==> src/vec_macros.svh <==
`ifndef VEC_MACROS_SVH
`define VEC_MACROS_SVH

// Lane and register file geometry
`define VEC_N_IPU          4
`define VEC_ELEN           32
`define VEC_NR_VREGS       8
`define VEC_WORDS_PER_VREG 4

// Instruction id width
`define VEC_ID_W 3

// Derived widths
`define VEC_WORD_W      (`VEC_N_IPU * `VEC_ELEN)
`define VEC_BE_W        (`VEC_WORD_W / 8)
`define VEC_VREG_IDX_W  $clog2(`VEC_NR_VREGS)
`define VEC_WORD_IDX_W  $clog2(`VEC_WORDS_PER_VREG)
`define VEC_ADDR_W      $clog2(`VEC_NR_VREGS * `VEC_WORDS_PER_VREG)
// Holds a full register worth of bytes, so vl at EW_8 fits
`define VEC_VL_W        ($clog2(`VEC_BE_W * `VEC_WORDS_PER_VREG) + 1)

`endif

==> src/vec_pkg.sv <==
`include "vec_macros.svh"

package vec_pkg;

  //////////////////////////////
  // Encodings
  //////////////////////////////

  // Arithmetic and logic opcodes, min and max are signed
  typedef enum logic [2:0] {
    VADD  = 3'd0,
    VSUB  = 3'd1,
    VAND  = 3'd2,
    VOR   = 3'd3,
    VXOR  = 3'd4,
    VMIN  = 3'd5,
    VMAX  = 3'd6,
    VMACC = 3'd7
  } vop_e;

  // Element width, the value is log2 of the element bytes
  typedef enum logic [1:0] {
    EW_8  = 2'd0,
    EW_16 = 2'd1,
    EW_32 = 2'd2
  } vsew_e;

  typedef enum logic [1:0] {
    IDLE  = 2'd0,
    RUN   = 2'd1,
    DRAIN = 2'd2
  } seq_state_e;

  //////////////////////////////
  // Request
  //////////////////////////////

  typedef struct packed {
    logic [`VEC_ID_W-1:0]       id;
    vop_e                       op;
    vsew_e                      sew;
    logic [`VEC_VL_W-1:0]       vl;
    logic [`VEC_VREG_IDX_W-1:0] vs1;
    logic [`VEC_VREG_IDX_W-1:0] vs2;
    logic [`VEC_VREG_IDX_W-1:0] vd;
    logic                       use_scalar;
    logic [`VEC_ELEN-1:0]       rs1;
  } vec_req_t;

endpackage

==> src/vrf_rd_if.sv <==
`timescale 1ns/1ps
`include "vec_macros.svh"

// One operand read port of the VRF
// Data and rvalid follow re by exactly one cycle
interface vrf_rd_if;

  logic                   re;
  logic [`VEC_ADDR_W-1:0] addr;
  logic [`VEC_WORD_W-1:0] data;
  logic                   rvalid;

  modport requester (
    output re,
    output addr,
    input  data,
    input  rvalid
  );

  modport regfile (
    input  re,
    input  addr,
    output data,
    output rvalid
  );

endinterface

==> src/vec_sequencer.sv <==
`timescale 1ns/1ps
`include "vec_macros.svh"

module vec_sequencer (
  input  logic                    clk_i,
  input  logic                    arst_n_i,
  input  vec_pkg::vec_req_t       req_i,
  input  logic                    req_valid_i,
  output logic                    req_ready_o,
  vrf_rd_if.requester             rd_vs2,
  vrf_rd_if.requester             rd_vs1,
  vrf_rd_if.requester             rd_vd,
  output vec_pkg::vop_e           op_o,
  output vec_pkg::vsew_e          sew_o,
  output logic [`VEC_WORD_W-1:0]  opa_o,
  output logic [`VEC_WORD_W-1:0]  opb_o,
  output logic [`VEC_WORD_W-1:0]  opc_o,
  output logic                    lane_valid_o,
  output logic [`VEC_ADDR_W-1:0]  wb_addr_o,
  output logic [`VEC_BE_W-1:0]    wb_be_o,
  output logic                    wb_last_o,
  output logic [`VEC_ID_W-1:0]    wb_id_o,
  input  logic                    wb_done_i
);

  vec_pkg::seq_state_e        state_q;
  vec_pkg::vec_req_t          req_q;
  logic [`VEC_VL_W-1:0]       rem_q;
  logic [`VEC_WORD_IDX_W-1:0] word_q;
  logic [`VEC_VL_W-1:0]       elem_per_word;
  logic [`VEC_VL_W-1:0]       rem_bytes;
  logic [`VEC_BE_W-1:0]       last_be;
  logic                       accept, zero_vl, running, use_vd, last_word;
  // Write metadata, delayed to line up with the read data
  logic [`VEC_ADDR_W-1:0]     meta_addr_q;
  logic [`VEC_BE_W-1:0]       meta_be_q;
  logic                       meta_last_q;

  assign req_ready_o = (state_q == vec_pkg::IDLE);
  assign accept      = req_valid_i && req_ready_o;
  assign zero_vl     = accept && (req_i.vl == '0);
  assign running     = (state_q == vec_pkg::RUN);
  assign use_vd      = (req_q.op == vec_pkg::VMACC);

  // Elements per word shrink as the element grows
  assign elem_per_word = (`VEC_VL_W)'(`VEC_BE_W) >> req_q.sew;
  assign last_word     = rem_q <= elem_per_word;
  assign rem_bytes     = rem_q << req_q.sew;
  assign last_be       = {`VEC_BE_W{1'b1}} >> ((`VEC_VL_W)'(`VEC_BE_W) - rem_bytes);

  //////////////////////////////
  // State machine
  //////////////////////////////

  always_ff @(posedge clk_i or negedge arst_n_i) begin : proc_fsm
    if (!arst_n_i) begin
      state_q <= vec_pkg::IDLE;
      rem_q   <= '0;
      word_q  <= '0;
    end else begin
      case (state_q)
        vec_pkg::IDLE: begin
          if (accept) begin
            state_q <= zero_vl ? vec_pkg::DRAIN : vec_pkg::RUN;
            rem_q   <= req_i.vl;
            word_q  <= '0;
          end
        end
        vec_pkg::RUN: begin
          rem_q  <= rem_q - elem_per_word;
          word_q <= word_q + 1'b1;
          if (last_word) begin
            state_q <= vec_pkg::DRAIN;
          end
        end
        // Hold off the next request until the last write lands
        vec_pkg::DRAIN: begin
          if (wb_done_i) begin
            state_q <= vec_pkg::IDLE;
          end
        end
        default: state_q <= vec_pkg::IDLE;
      endcase
    end
  end

  always_ff @(posedge clk_i) begin : proc_payload
    if (accept) begin
      req_q <= req_i;
    end
    if (running) begin
      meta_addr_q <= {req_q.vd, word_q};
      meta_be_q   <= last_word ? last_be : '1;
      meta_last_q <= last_word;
    end
  end

  //////////////////////////////
  // Operand reads
  //////////////////////////////

  assign rd_vs2.re   = running;
  assign rd_vs1.re   = running && !req_q.use_scalar;
  assign rd_vd.re    = running && use_vd;
  assign rd_vs2.addr = {req_q.vs2, word_q};
  assign rd_vs1.addr = {req_q.vs1, word_q};
  assign rd_vd.addr  = {req_q.vd, word_q};

  // Scalar operand is replicated per element width
  always_comb begin : proc_opa
    if (!req_q.use_scalar) begin
      opa_o = rd_vs1.data;
    end else begin
      case (req_q.sew)
        vec_pkg::EW_8:  opa_o = {(`VEC_BE_W){req_q.rs1[7:0]}};
        vec_pkg::EW_16: opa_o = {(`VEC_BE_W / 2){req_q.rs1[15:0]}};
        default:        opa_o = {(`VEC_N_IPU){req_q.rs1}};
      endcase
    end
  end

  assign opb_o = rd_vs2.data;
  assign opc_o = rd_vd.data;
  assign op_o  = req_q.op;
  assign sew_o = req_q.sew;

  // A zero-length request sends one empty word so the response still fires
  assign lane_valid_o = zero_vl ||
                        (rd_vs2.rvalid && (rd_vs1.rvalid || req_q.use_scalar) &&
                         (rd_vd.rvalid || !use_vd));
  assign wb_addr_o    = meta_addr_q;
  assign wb_be_o      = zero_vl ? '0 : meta_be_q;
  assign wb_last_o    = zero_vl || meta_last_q;
  assign wb_id_o      = zero_vl ? req_i.id : req_q.id;

endmodule

==> src/flat_wrapper.sv <==
// flat-port wrapper written by rule: the top's interface ports become plain ports
module vec_sequencer_flat 
  (clk_i, arst_n_i, req_i, req_valid_i, req_ready_o, op_o, sew_o, opa_o, opb_o, opc_o, lane_valid_o, wb_addr_o, wb_be_o, wb_last_o, wb_id_o, wb_done_i, rd_vs2_re, rd_vs2_addr, rd_vs2_data, rd_vs2_rvalid, rd_vs1_re, rd_vs1_addr, rd_vs1_data, rd_vs1_rvalid, rd_vd_re, rd_vd_addr, rd_vd_data, rd_vd_rvalid);
  vrf_rd_if rd_vs2_i ();
  vrf_rd_if rd_vs1_i ();
  vrf_rd_if rd_vd_i ();
  input  logic clk_i;
  input  logic arst_n_i;
  input  vec_pkg::vec_req_t req_i;
  input  logic req_valid_i;
  output logic req_ready_o;
  output vec_pkg::vop_e op_o;
  output vec_pkg::vsew_e sew_o;
  output logic [`VEC_WORD_W-1:0] opa_o;
  output logic [`VEC_WORD_W-1:0] opb_o;
  output logic [`VEC_WORD_W-1:0] opc_o;
  output logic lane_valid_o;
  output logic [`VEC_ADDR_W-1:0] wb_addr_o;
  output logic [`VEC_BE_W-1:0] wb_be_o;
  output logic wb_last_o;
  output logic [`VEC_ID_W-1:0] wb_id_o;
  input  logic wb_done_i;
  output wire logic [$bits(rd_vs2_i.re)-1:0] rd_vs2_re;
  output wire logic [$bits(rd_vs2_i.addr)-1:0] rd_vs2_addr;
  input wire logic [$bits(rd_vs2_i.data)-1:0] rd_vs2_data;
  input wire logic [$bits(rd_vs2_i.rvalid)-1:0] rd_vs2_rvalid;
  output wire logic [$bits(rd_vs1_i.re)-1:0] rd_vs1_re;
  output wire logic [$bits(rd_vs1_i.addr)-1:0] rd_vs1_addr;
  input wire logic [$bits(rd_vs1_i.data)-1:0] rd_vs1_data;
  input wire logic [$bits(rd_vs1_i.rvalid)-1:0] rd_vs1_rvalid;
  output wire logic [$bits(rd_vd_i.re)-1:0] rd_vd_re;
  output wire logic [$bits(rd_vd_i.addr)-1:0] rd_vd_addr;
  input wire logic [$bits(rd_vd_i.data)-1:0] rd_vd_data;
  input wire logic [$bits(rd_vd_i.rvalid)-1:0] rd_vd_rvalid;
  assign rd_vs2_re = rd_vs2_i.re;
  assign rd_vs2_addr = rd_vs2_i.addr;
  assign rd_vs2_i.data = rd_vs2_data;
  assign rd_vs2_i.rvalid = rd_vs2_rvalid;
  assign rd_vs1_re = rd_vs1_i.re;
  assign rd_vs1_addr = rd_vs1_i.addr;
  assign rd_vs1_i.data = rd_vs1_data;
  assign rd_vs1_i.rvalid = rd_vs1_rvalid;
  assign rd_vd_re = rd_vd_i.re;
  assign rd_vd_addr = rd_vd_i.addr;
  assign rd_vd_i.data = rd_vd_data;
  assign rd_vd_i.rvalid = rd_vd_rvalid;
  vec_sequencer u_core (.clk_i(clk_i), .arst_n_i(arst_n_i), .req_i(req_i), .req_valid_i(req_valid_i), .req_ready_o(req_ready_o), .rd_vs2(rd_vs2_i), .rd_vs1(rd_vs1_i), .rd_vd(rd_vd_i), .op_o(op_o), .sew_o(sew_o), .opa_o(opa_o), .opb_o(opb_o), .opc_o(opc_o), .lane_valid_o(lane_valid_o), .wb_addr_o(wb_addr_o), .wb_be_o(wb_be_o), .wb_last_o(wb_last_o), .wb_id_o(wb_id_o), .wb_done_i(wb_done_i));
endmodule
==> config.mk <==
export PLATFORM = sky130hd
export DESIGN_NAME = vec_sequencer_flat
export DESIGN_NICKNAME = d
export VERILOG_FILES = /design/src/vec_pkg.sv /design/src/vrf_rd_if.sv /design/src/vec_sequencer.sv /design/src/flat_wrapper.sv
export VERILOG_INCLUDE_DIRS = /design/src /design/src/src
export SDC_FILE = /design/constraint.sdc
export NUM_CORES = 1
export LEC_CHECK = 0
export CAP_MARGIN = 10
export CELL_PAD_IN_SITES_DETAIL_PLACEMENT = 0
export CELL_PAD_IN_SITES_GLOBAL_PLACEMENT = 1
export CORE_AREA = 2 2 346 348
export DETAILED_ROUTE_END_ITERATION = 8
export DIE_AREA = 0 0 348 350
export DONT_BUFFER_PORTS = 1
export PLACE_DENSITY_LB_ADDON = 0.1
export SLEW_MARGIN = 20
export SYNTH_ARGS = -nofsm -noshare
export SYNTH_HDL_FRONTEND = slang
export SYNTH_SLANG_ARGS = --single-unit
export TNS_END_PERCENT = 5
==> constraint.sdc <==
create_clock -name clk_i -period 3.05 [get_ports clk_i]
set_clock_uncertainty 0.1 [all_clocks]
set_input_delay 0.4575 -clock clk_i [delete_from_list [all_inputs] [get_ports clk_i]]
set_output_delay 0.4575 -clock clk_i [all_outputs]
set_load 0.01 [all_outputs]
## Yosys cells after proc, flatten, opt, wreduce, memory -nomap -nowiden

Cells that the tools add are included.

- Equality and inequality tests: 7
- Magnitude comparators: 1
- Shifts and indexed selects: 3
- Add/sub/neg operators: 3
- Reductions and logical operators: 18
- Muxes and demuxes: 13

Operators by type and width:

| cell | count |
|---|---|
| $pmux 128 s2 | 1 |
| $mux 128 | 1 |
| $mux 16 | 1 |
| $shr 16x7->16 const A | 1 |
| $pmux 7 s2 | 1 |
| $mux 2 | 5 |
| $le 7x7->1 | 1 |
| $logic_not 7->1 | 1 |
| $mux 7 | 1 |
| $shl 7x2->7 | 1 |
| $shr 5x2->7 const A | 1 |
| $sub 5x7->7 const A | 1 |
| $sub 7x7->7 | 1 |
| $logic_and 1x1->1 | 6 |
| $ne 2x2->1 const B | 3 |
| $pmux 2 s3 | 1 |
| $eq 2x1->1 const B | 2 |
| $logic_not 2->1 | 2 |
| $logic_or 1x1->1 | 4 |
| $pmux 2 s2 | 1 |
| $eq 3x3->1 const B | 1 |
| $mux 3 | 1 |
| $reduce_and 3->1 | 1 |
| $add 2x1->2 const B | 1 |
| other kinds (4) | 5 |

- Word-level logic and storage cells: 59
- Register bits: 83
- Output and inout bits: 434

## Longest topological paths before layout

Gate-level depths: netlist of run 1.

- Depth after elaboration: 6
- Gate-level depth with buffers: 15
- Mapped depth without buffers: 11

## Least setup slack after synthesis of run 1

Ideal clock, no wire load.

- Path type: register -> register
- From: register u_core.req_q (netlist bit u_core.sew_o[1])
- To: register u_core.meta_be_q[9] (data pin)
- Arrival: 2.540 ns
- Path buffers: 5
- Period minus slack after synthesis: 2.915 ns
- Library setup time: 0.275 ns
- Required time: 2.675 ns
- Stages on the path, launching flop included: 16
- Setup slack: 0.135 ns
- Cells stage by stage: edfxtp_1 -> buf_6 -> buf_8 -> buf_6 -> clkbuf_1 -> nand2_1 -> inv_1 -> ha_1 -> o21a_1 -> o21ai_0 -> nand2b_1 -> a21oi_1 -> o21ai_1 -> inv_1 -> buf_2 -> o31ai_1

- Elaborated cells on any way between the ends: 5
- Those cells by class: add/sub: 1; order compare: 1; shift: 3

RTL lines:

| element | RTL line | text |
|---|---|---|
| start, declared | vec_sequencer.sv:27 | `vec_pkg::vec_req_t req_q;` |
| start signal, assigned | vec_sequencer.sv:89 | `req_q <= req_i;` |
| $shr 5x2->7 | vec_sequencer.sv:46 | `` assign elem_per_word = (`VEC_VL_W)'(`VEC_BE_W) >> req_q.sew; `` |
| $le 7x7->1 | vec_sequencer.sv:47 | `assign last_word = rem_q <= elem_per_word;` |
| via u_core.last_word | vec_sequencer.sv:33 | `logic accept, zero_vl, running, use_vd, last_word;` |
| end signal, assigned | vec_sequencer.sv:93 | `meta_be_q <= last_word ? last_be : '1;` |
| end, declared | vec_sequencer.sv:36 | `` logic [`VEC_BE_W-1:0] meta_be_q; `` |

The timed path passes the listed nets, and every way through them passes these cells.
A chain may end at the register's enable or synchronous reset.

## Final worst setup path of run 1

- From: register u_core.req_q (netlist bit u_core.sew_o[0])
- To: output opa_o[25]

- Longest elaborated chain between the ends: 3
- Elaborated cells on any way between the ends: 4
- Those cells by class: eq/ne: 1; mux: 2; reduce/logical: 1

Ends and longest elaborated chain:

| element | RTL line | text |
|---|---|---|
| $eq 2x1->1 or $logic_not 2->1 (tied branches) | vec_sequencer.sv:114 | `case (req_q.sew)` |
| $pmux 128 s2 * | vec_sequencer.sv:114 |  |
| $mux 128 * | vec_sequencer.sv:111 | `if (!req_q.use_scalar) begin` |
| end, declared | flat_wrapper.sv:14 | `` output logic [`VEC_WORD_W-1:0] opa_o; `` |

Mark *: on every way between the ends. The rest lies on a longest branch, timed or not.

==> flow_summary.ini, run 1 <==
[pwr]
power.density_nw_per_um2 = 859
p_leak_nw = 2.79
p_total_mw = 7.02
ir_drop_mv = 0.280

[detailed_routing]
vias = 5324
avgRoutedWirePerCell_um = 31.0
drtPass1Iterations = 4
routed_via_density = 2.42
drtIter0Drc = 337
antenna_left = 0
drc = 0
drt_wl_total_um = 68200

[setup_path]
critPathKind = flop to primary output
cp_max_fo = 14
ff2ff_path_depth = 10
r2r-start = u_core.sew_o[0]
startpoint_type = flop
crit_required_ps = 2490
worst_r2r_endpoint = u_core.meta_be_q[15]
r2r_slack_ps = 220
end_kind = primary output
cp_data_arrival_time_ps = 2490

[floorplanning]
rows = 126
start_util_pct = 6.24
ios = 882
die_width_um = 348
die_height_um = 350
coreArea_um2 = 118000
die_area_um2 = 122000

[worst_hold_path]
hp-class = primary input to flop
hold-path-endpoint = u_core.rd_vs1.addr[3]
worstHoldStart = req_i[40]
min_path_cells = 0

[sta]
fmax_ghz = 0.329
relSlewSlack_pct = 28.7
fin_crit_sh_pct = 99.8
fin_tns_setup_ps = 0
postLayoutSetupSlackWorst_ps = 7.39
rsz0062_at_grt = true
hold_viol = 0
setup_viol = 0
worst_pin_slew_ps = 1060
period_minus_slack_ps = 3040
slew_viol_final = 0

[yosys]
synth_common_cells = 275 x buf_4, 113 x o21ai_0, 106 x inv_1, 72 x edfxtp_1, 58 x nand2_1
synth_ff_type = edfxtp_1
avgSynthCellArea_um2 = 8.56
synth_edf_count = 72
synth.largest_area_cell = edfxtp_1
synthTopCellsByArea = edfxtp_1 29%, buf_4 28%, o21ai_0 7.7%, inv_1 5.4%, dfrtp_1 3.7%
yosysWarnings = 0
synth-seq-area-share_pct = 33.2
yosysMostFrequentCell = buf_4
yosysTopAreaCellShare_pct = 29.4
async_flop_share_pct = 13.3
synth_area_um2 = 7350
ys_ff_latch = 83
ys_types = 60
synthCells = 859
synth_fp_nets = 1313

[global_routing]
use_met2_pct = 15.5
grt_remaining_overflow = 0
gr-max-usage-layer = met2
grt_pass1_wl_um = 80000
grt_pass1_vias = 5517
use_met1_pct = 9.13
grtUsageMet3_pct = 12.3
antenna_found_initial = 33
grt_start_max_net_pins = 85
grtUsageTotal_pct = 10.6

[place]
gp_congestion = 0.781
port_buffers = 0
place_ws_ps = 169
dp_hpwl_um = 61200

[finish]
drive_above_1_share_pct = 21.4
fin_nets = 1112
utilization_pct = 6.94
syn2layout_area_growth_pct = 11.1

[run_status]
outcome = complete, no violations

[cts]
clk_pin_slew_ps = 80
root_buffer = clkbuf_16
h-tree-depth = 3
clock_latency_ps = 370
cts_tree = done
clkSinkCount = 83
numCtsBuffers = 9
clockBufferDepth = 2

[flow_run]
maxCapViolCount = 0
[worst max-delay path, stage by stage, from the launching register on]
cell	delay [ps]
edfxtp_1	510
buf_12	210
mux2i_1	130
buf_4	160
o21ai_0	230
nand2_1	210
o21ai_0	400
buf_4	250
[sequential cells by signal, indices dropped and copies added, names as in the netlist]
| register | flops |
|---|---|
| u_core.req_q | 36 |
| u_core.state_q | 2 |
| u_core.rem_q | 7 |
| u_core.op_o | 3 |
| u_core.rd_vs2.addr | 3 |
| u_core.word_q | 2 |
| u_core.meta_be_q | 16 |
| u_core.rd_vd.addr | 3 |
| u_core.wb_addr_o | 5 |
| u_core.rd_vs1.addr | 3 |
| u_core.sew_o | 2 |
| u_core.meta_last_q | 1 |
[worst max-delay path by stage]
stage,from,to,slack (ps),cells after the start
2_1_floorplan,u_core.sew_o[1],u_core.meta_be_q[9],130,15
3_3_place_gp,u_core.sew_o[0],u_core.meta_be_q[9],180,10
3_5_place_dp,u_core.sew_o[0],u_core.meta_be_q[9],170,10
4_1_cts,u_core.sew_o[0],opa_o[25],9,7
5_1_grt,u_core.sew_o[0],opa_o[59],-20,8
6_report,u_core.sew_o[0],opa_o[25],7,7
[stage by stage]
step	area [um2]	cells	hold WS, ps
global placement	7850	2182	63.0
floorplan	7350	859	61.9
CTS	8170	2199	34.0
global route	8170	2199	46.2
finish	8170	2200	74.6
detailed placement	7850	2182	63.0
[cells in the final DEF, fill, tap and decap left out, types with 11 or more instances in the layout]
cell type	n
mux2_2	11
nand2_1	55
nor2_1	16
and2_1	18
o21ai_0	111
buf_4	89
dfrtp_1	11
o21a_1	34
mux2i_1	19
edfxtp_1	72
inv_1	106
[report_power, final]
| group | internal [mW] | switching, mW |
|---|---|---|
| logic | 1.29 | 2.45 |
| clock network | 0.640 | 0.568 |
| registers | 1.71 | 0.370 |
| total | 3.63 | 3.38 |
[cell families after synthesis]
group	after synthesis	share of synthesized area (%)
muxes	35	5.63
AOI/OAI and AO/OA	195	16.2
adders and majority gates	6	1.02
buffers and inverters	416	35.9
xor gates and xnor gates	2	0.238
and+or+nand+nor	122	7.90
DFF	83	33.2
[final cells by class]
class                      instances  area, um2
clock inverter                     7       73.8
multi-input combinational        360       2290
fill                           13779     110000
tap                             1536       1920
timing repair buffer              97        818
clock buffer                       9        225
sequential                        83       2440
antenna                            1       2.50
inverter                         107        403
[repair_timing]
action                                  4_1_cts  5_1_grt
pin swaps                                     0        0
hold endpoints to repair                     11        0
buffers inserted                              0        0
resized for setup                             5        1
endpoints found under the setup margin       12        7
hold buffers                                  1        0
[per-layer routing]
layer / vias to the layer above / share of wire, %
met5: - / 0.62
met1: 2445 / 29
met3: 166 / 24
met4: 40 / 3.1
met2: 520 / 42
li1: 2153 / -
(Power assumes the default switching activity.)
==> run 2, diff against run 1 <==
--- a/config.mk
+++ b/config.mk
@@ -14,6 +14,7 @@
 export DIE_AREA = 0 0 348 350
 export DONT_BUFFER_PORTS = 1
 export PLACE_DENSITY_LB_ADDON = 0.1
+export SETUP_SLACK_MARGIN = 0.02
 export SLEW_MARGIN = 20
 export SYNTH_ARGS = -nofsm -noshare
 export SYNTH_HDL_FRONTEND = slang
==> constraint.sdc (replaced) <==
create_clock -name clk_i -period 3.65 [get_ports clk_i]
set_clock_uncertainty 0.1 [all_clocks]
set_input_delay 0.5475 -clock clk_i [delete_from_list [all_inputs] [get_ports clk_i]]
set_output_delay 0.5475 -clock clk_i [all_outputs]
set_load 0.01 [all_outputs]
==> run 2 against run 1 <==
  * Power decreased by 20%
  * Worst hold slack gained 80 ps
  * Sequential cell count stayed put
  * Combinational power down 23%
  * Register-to-register slack improved by 370 ps
==> flow_summary.ini, run 2 (synthesis results as in run 1) <==
[cts]
clockBufferDepth = 2
postCtsSetupBuffers = 0
clock_latency_ps = 380
clkSinkCount = 83
h-tree-depth = 3
numCtsBuffers = 9
clk_pin_slew_ps = 70
root_buffer = clkbuf_16
cts_tree = done

[setup_path]
critPathKind = flop to primary output
crit_family = compound AO/OA/AOI/OAI gates
max_stage_delay_ps = 820
cp_slowest_cell = o21ai_0
cp_max_fo = 8
path_cells = buf_4 -> mux2i_1 -> o21ai_0 -> nand2_1 -> o21ai_0
startpoint_type = flop
cp.buffers_inverters = 1
end_kind = primary output
cp_data_arrival_time_ps = 2740
crit_path_frequent_cell = o21ai_0
crit_required_ps = 3000

[global_routing]
grtUsageTotal_pct = 10.8
grt_pass1_wl_um = 80400
grt_remaining_overflow = 0
grt_pass1_vias = 5401
grt_start_max_net_pins = 79
antenna_found_initial = 31

[floorplanning]
die_height_um = 350
coreArea_um2 = 118000
die_area_um2 = 122000
die_width_um = 348
start_util_pct = 6.24
ios = 882
rows = 126

[sta]
relSlewSlack_pct = 24.7
setup_viol = 0
period_minus_slack_ps = 3390
rsz0062_at_grt = false
fin_crit_sh_pct = 92.9
worst_pin_slew_ps = 1120
hold_viol = 0
fmax_ghz = 0.295
slew_viol_final = 0
fin_tns_setup_ps = 0

[detailed_routing]
drc = 0
routed_via_density = 2.38
drtIter0Drc = 272
drt_wl_total_um = 68600
antenna_left = 0
vias = 5165
drtPass1Iterations = 4
avgRoutedWirePerCell_um = 31.7

[finish]
fin_nets = 1076
fin_cells = 2166
fin_area_um2 = 7830
final_common_cell = o21ai_0
final_cell_mix = 113 x o21ai_0, 106 x inv_1, 72 x edfxtp_1
largest_register = u_core.req_q
drive_above_1_share_pct = 16.1
largest_register_ff_count = 36
fillCellCount = 13806
reg_top3 = u_core.req_q x36, u_core.meta_be_q x16, u_core.rem_q x7
syn2layout_area_growth_pct = 6.45

[flow_run]
maxCapViolCount = 0

[place]
dpl_cell_area_um2 = 7510
dp_hpwl_um = 61600
gp_congestion = 0.770
dp_cells = 2146
port_buffers = 0

[worst_hold_path]
hp-class = primary input to flop

[pwr]
power.density_nw_per_um2 = 716
ir_drop_mv = 0.256
p_leak_nw = 2.60

[run_status]
outcome = complete, no violations
-- run 2: cell count changes in the layout (fill, tap and decap cells not counted), sizes merged --
cell / delta
diode: +2
clkinvlp: -2
inv: -1
buf: -36
clkinv: +3
-- run 2: cell type report --
cell class | count | area, um2 | area share (%)
diodes | 3 | 7.51 | 0.0959
clock buffers | 9 | 225 | 2.88
clock inverters | 7 | 67.6 | 0.863
inverters | 107 | 403 | 5.15
multi-input cells | 360 | 2280 | 29.1
flip-flops and latches | 83 | 2440 | 31.1
well taps | 1536 | 1920 | 24.6
repair buffers | 61 | 485 | 6.20
-- run 2: where the power goes --
group / switching (mW) / internal (mW)
combinational: 1.99 / 0.898
clock: 0.466 / 0.529
sequential: 0.299 / 1.43
-- run 2: timing repair --
| item | 4_1_cts | 5_1_grt |
|---|---|---|
| endpoints found under the hold margin | 11 | 0 |
| resized for setup | 0 | 0 |
| hold buffers | 1 | 0 |
-- run 2: final timing paths --
check / to / cells after the start / from / slack [ps]
hold / removal: u_core.req_q[6] / 0 / req_i[6] / 150
setup / recovery: opa_o[58] / 5 / u_core.sew_o[0] / 260
hold reg to reg: u_core.state_q[1] / 1 / u_core.state_q[0] / 410
min in group asynchronous: u_core.rem_q[6] / 1 / arst_n_i / 540
max in group asynchronous: u_core.rem_q[1] / 1 / arst_n_i / 2470
setup reg to reg: u_core.meta_be_q[1] / 10 / u_core.sew_o[0] / 590
-- run 2: metrics by stage --
step	hold WS, ps	util, %	setup WS [ps]	total power [mW]
after floorplan	152	-	735	3.71
after global placement	153	6.38	449	4.82
after detailed placement	153	6.38	460	4.76
after CTS	104	6.64	88.3	5.84
after global routing	115	6.64	78.6	6.10
final	155	6.64	259	5.61
-- run 2: layer usage --
layer  global-route usage [%]  up-vias  part of all wire [%]
met5                     1.26        -                  0.68
met4                     3.64       38                   3.4
met3                     13.3      166                    25
met2                     15.6      516                    42
met1                     8.85     2367                    28
li1                         -     2078                     -
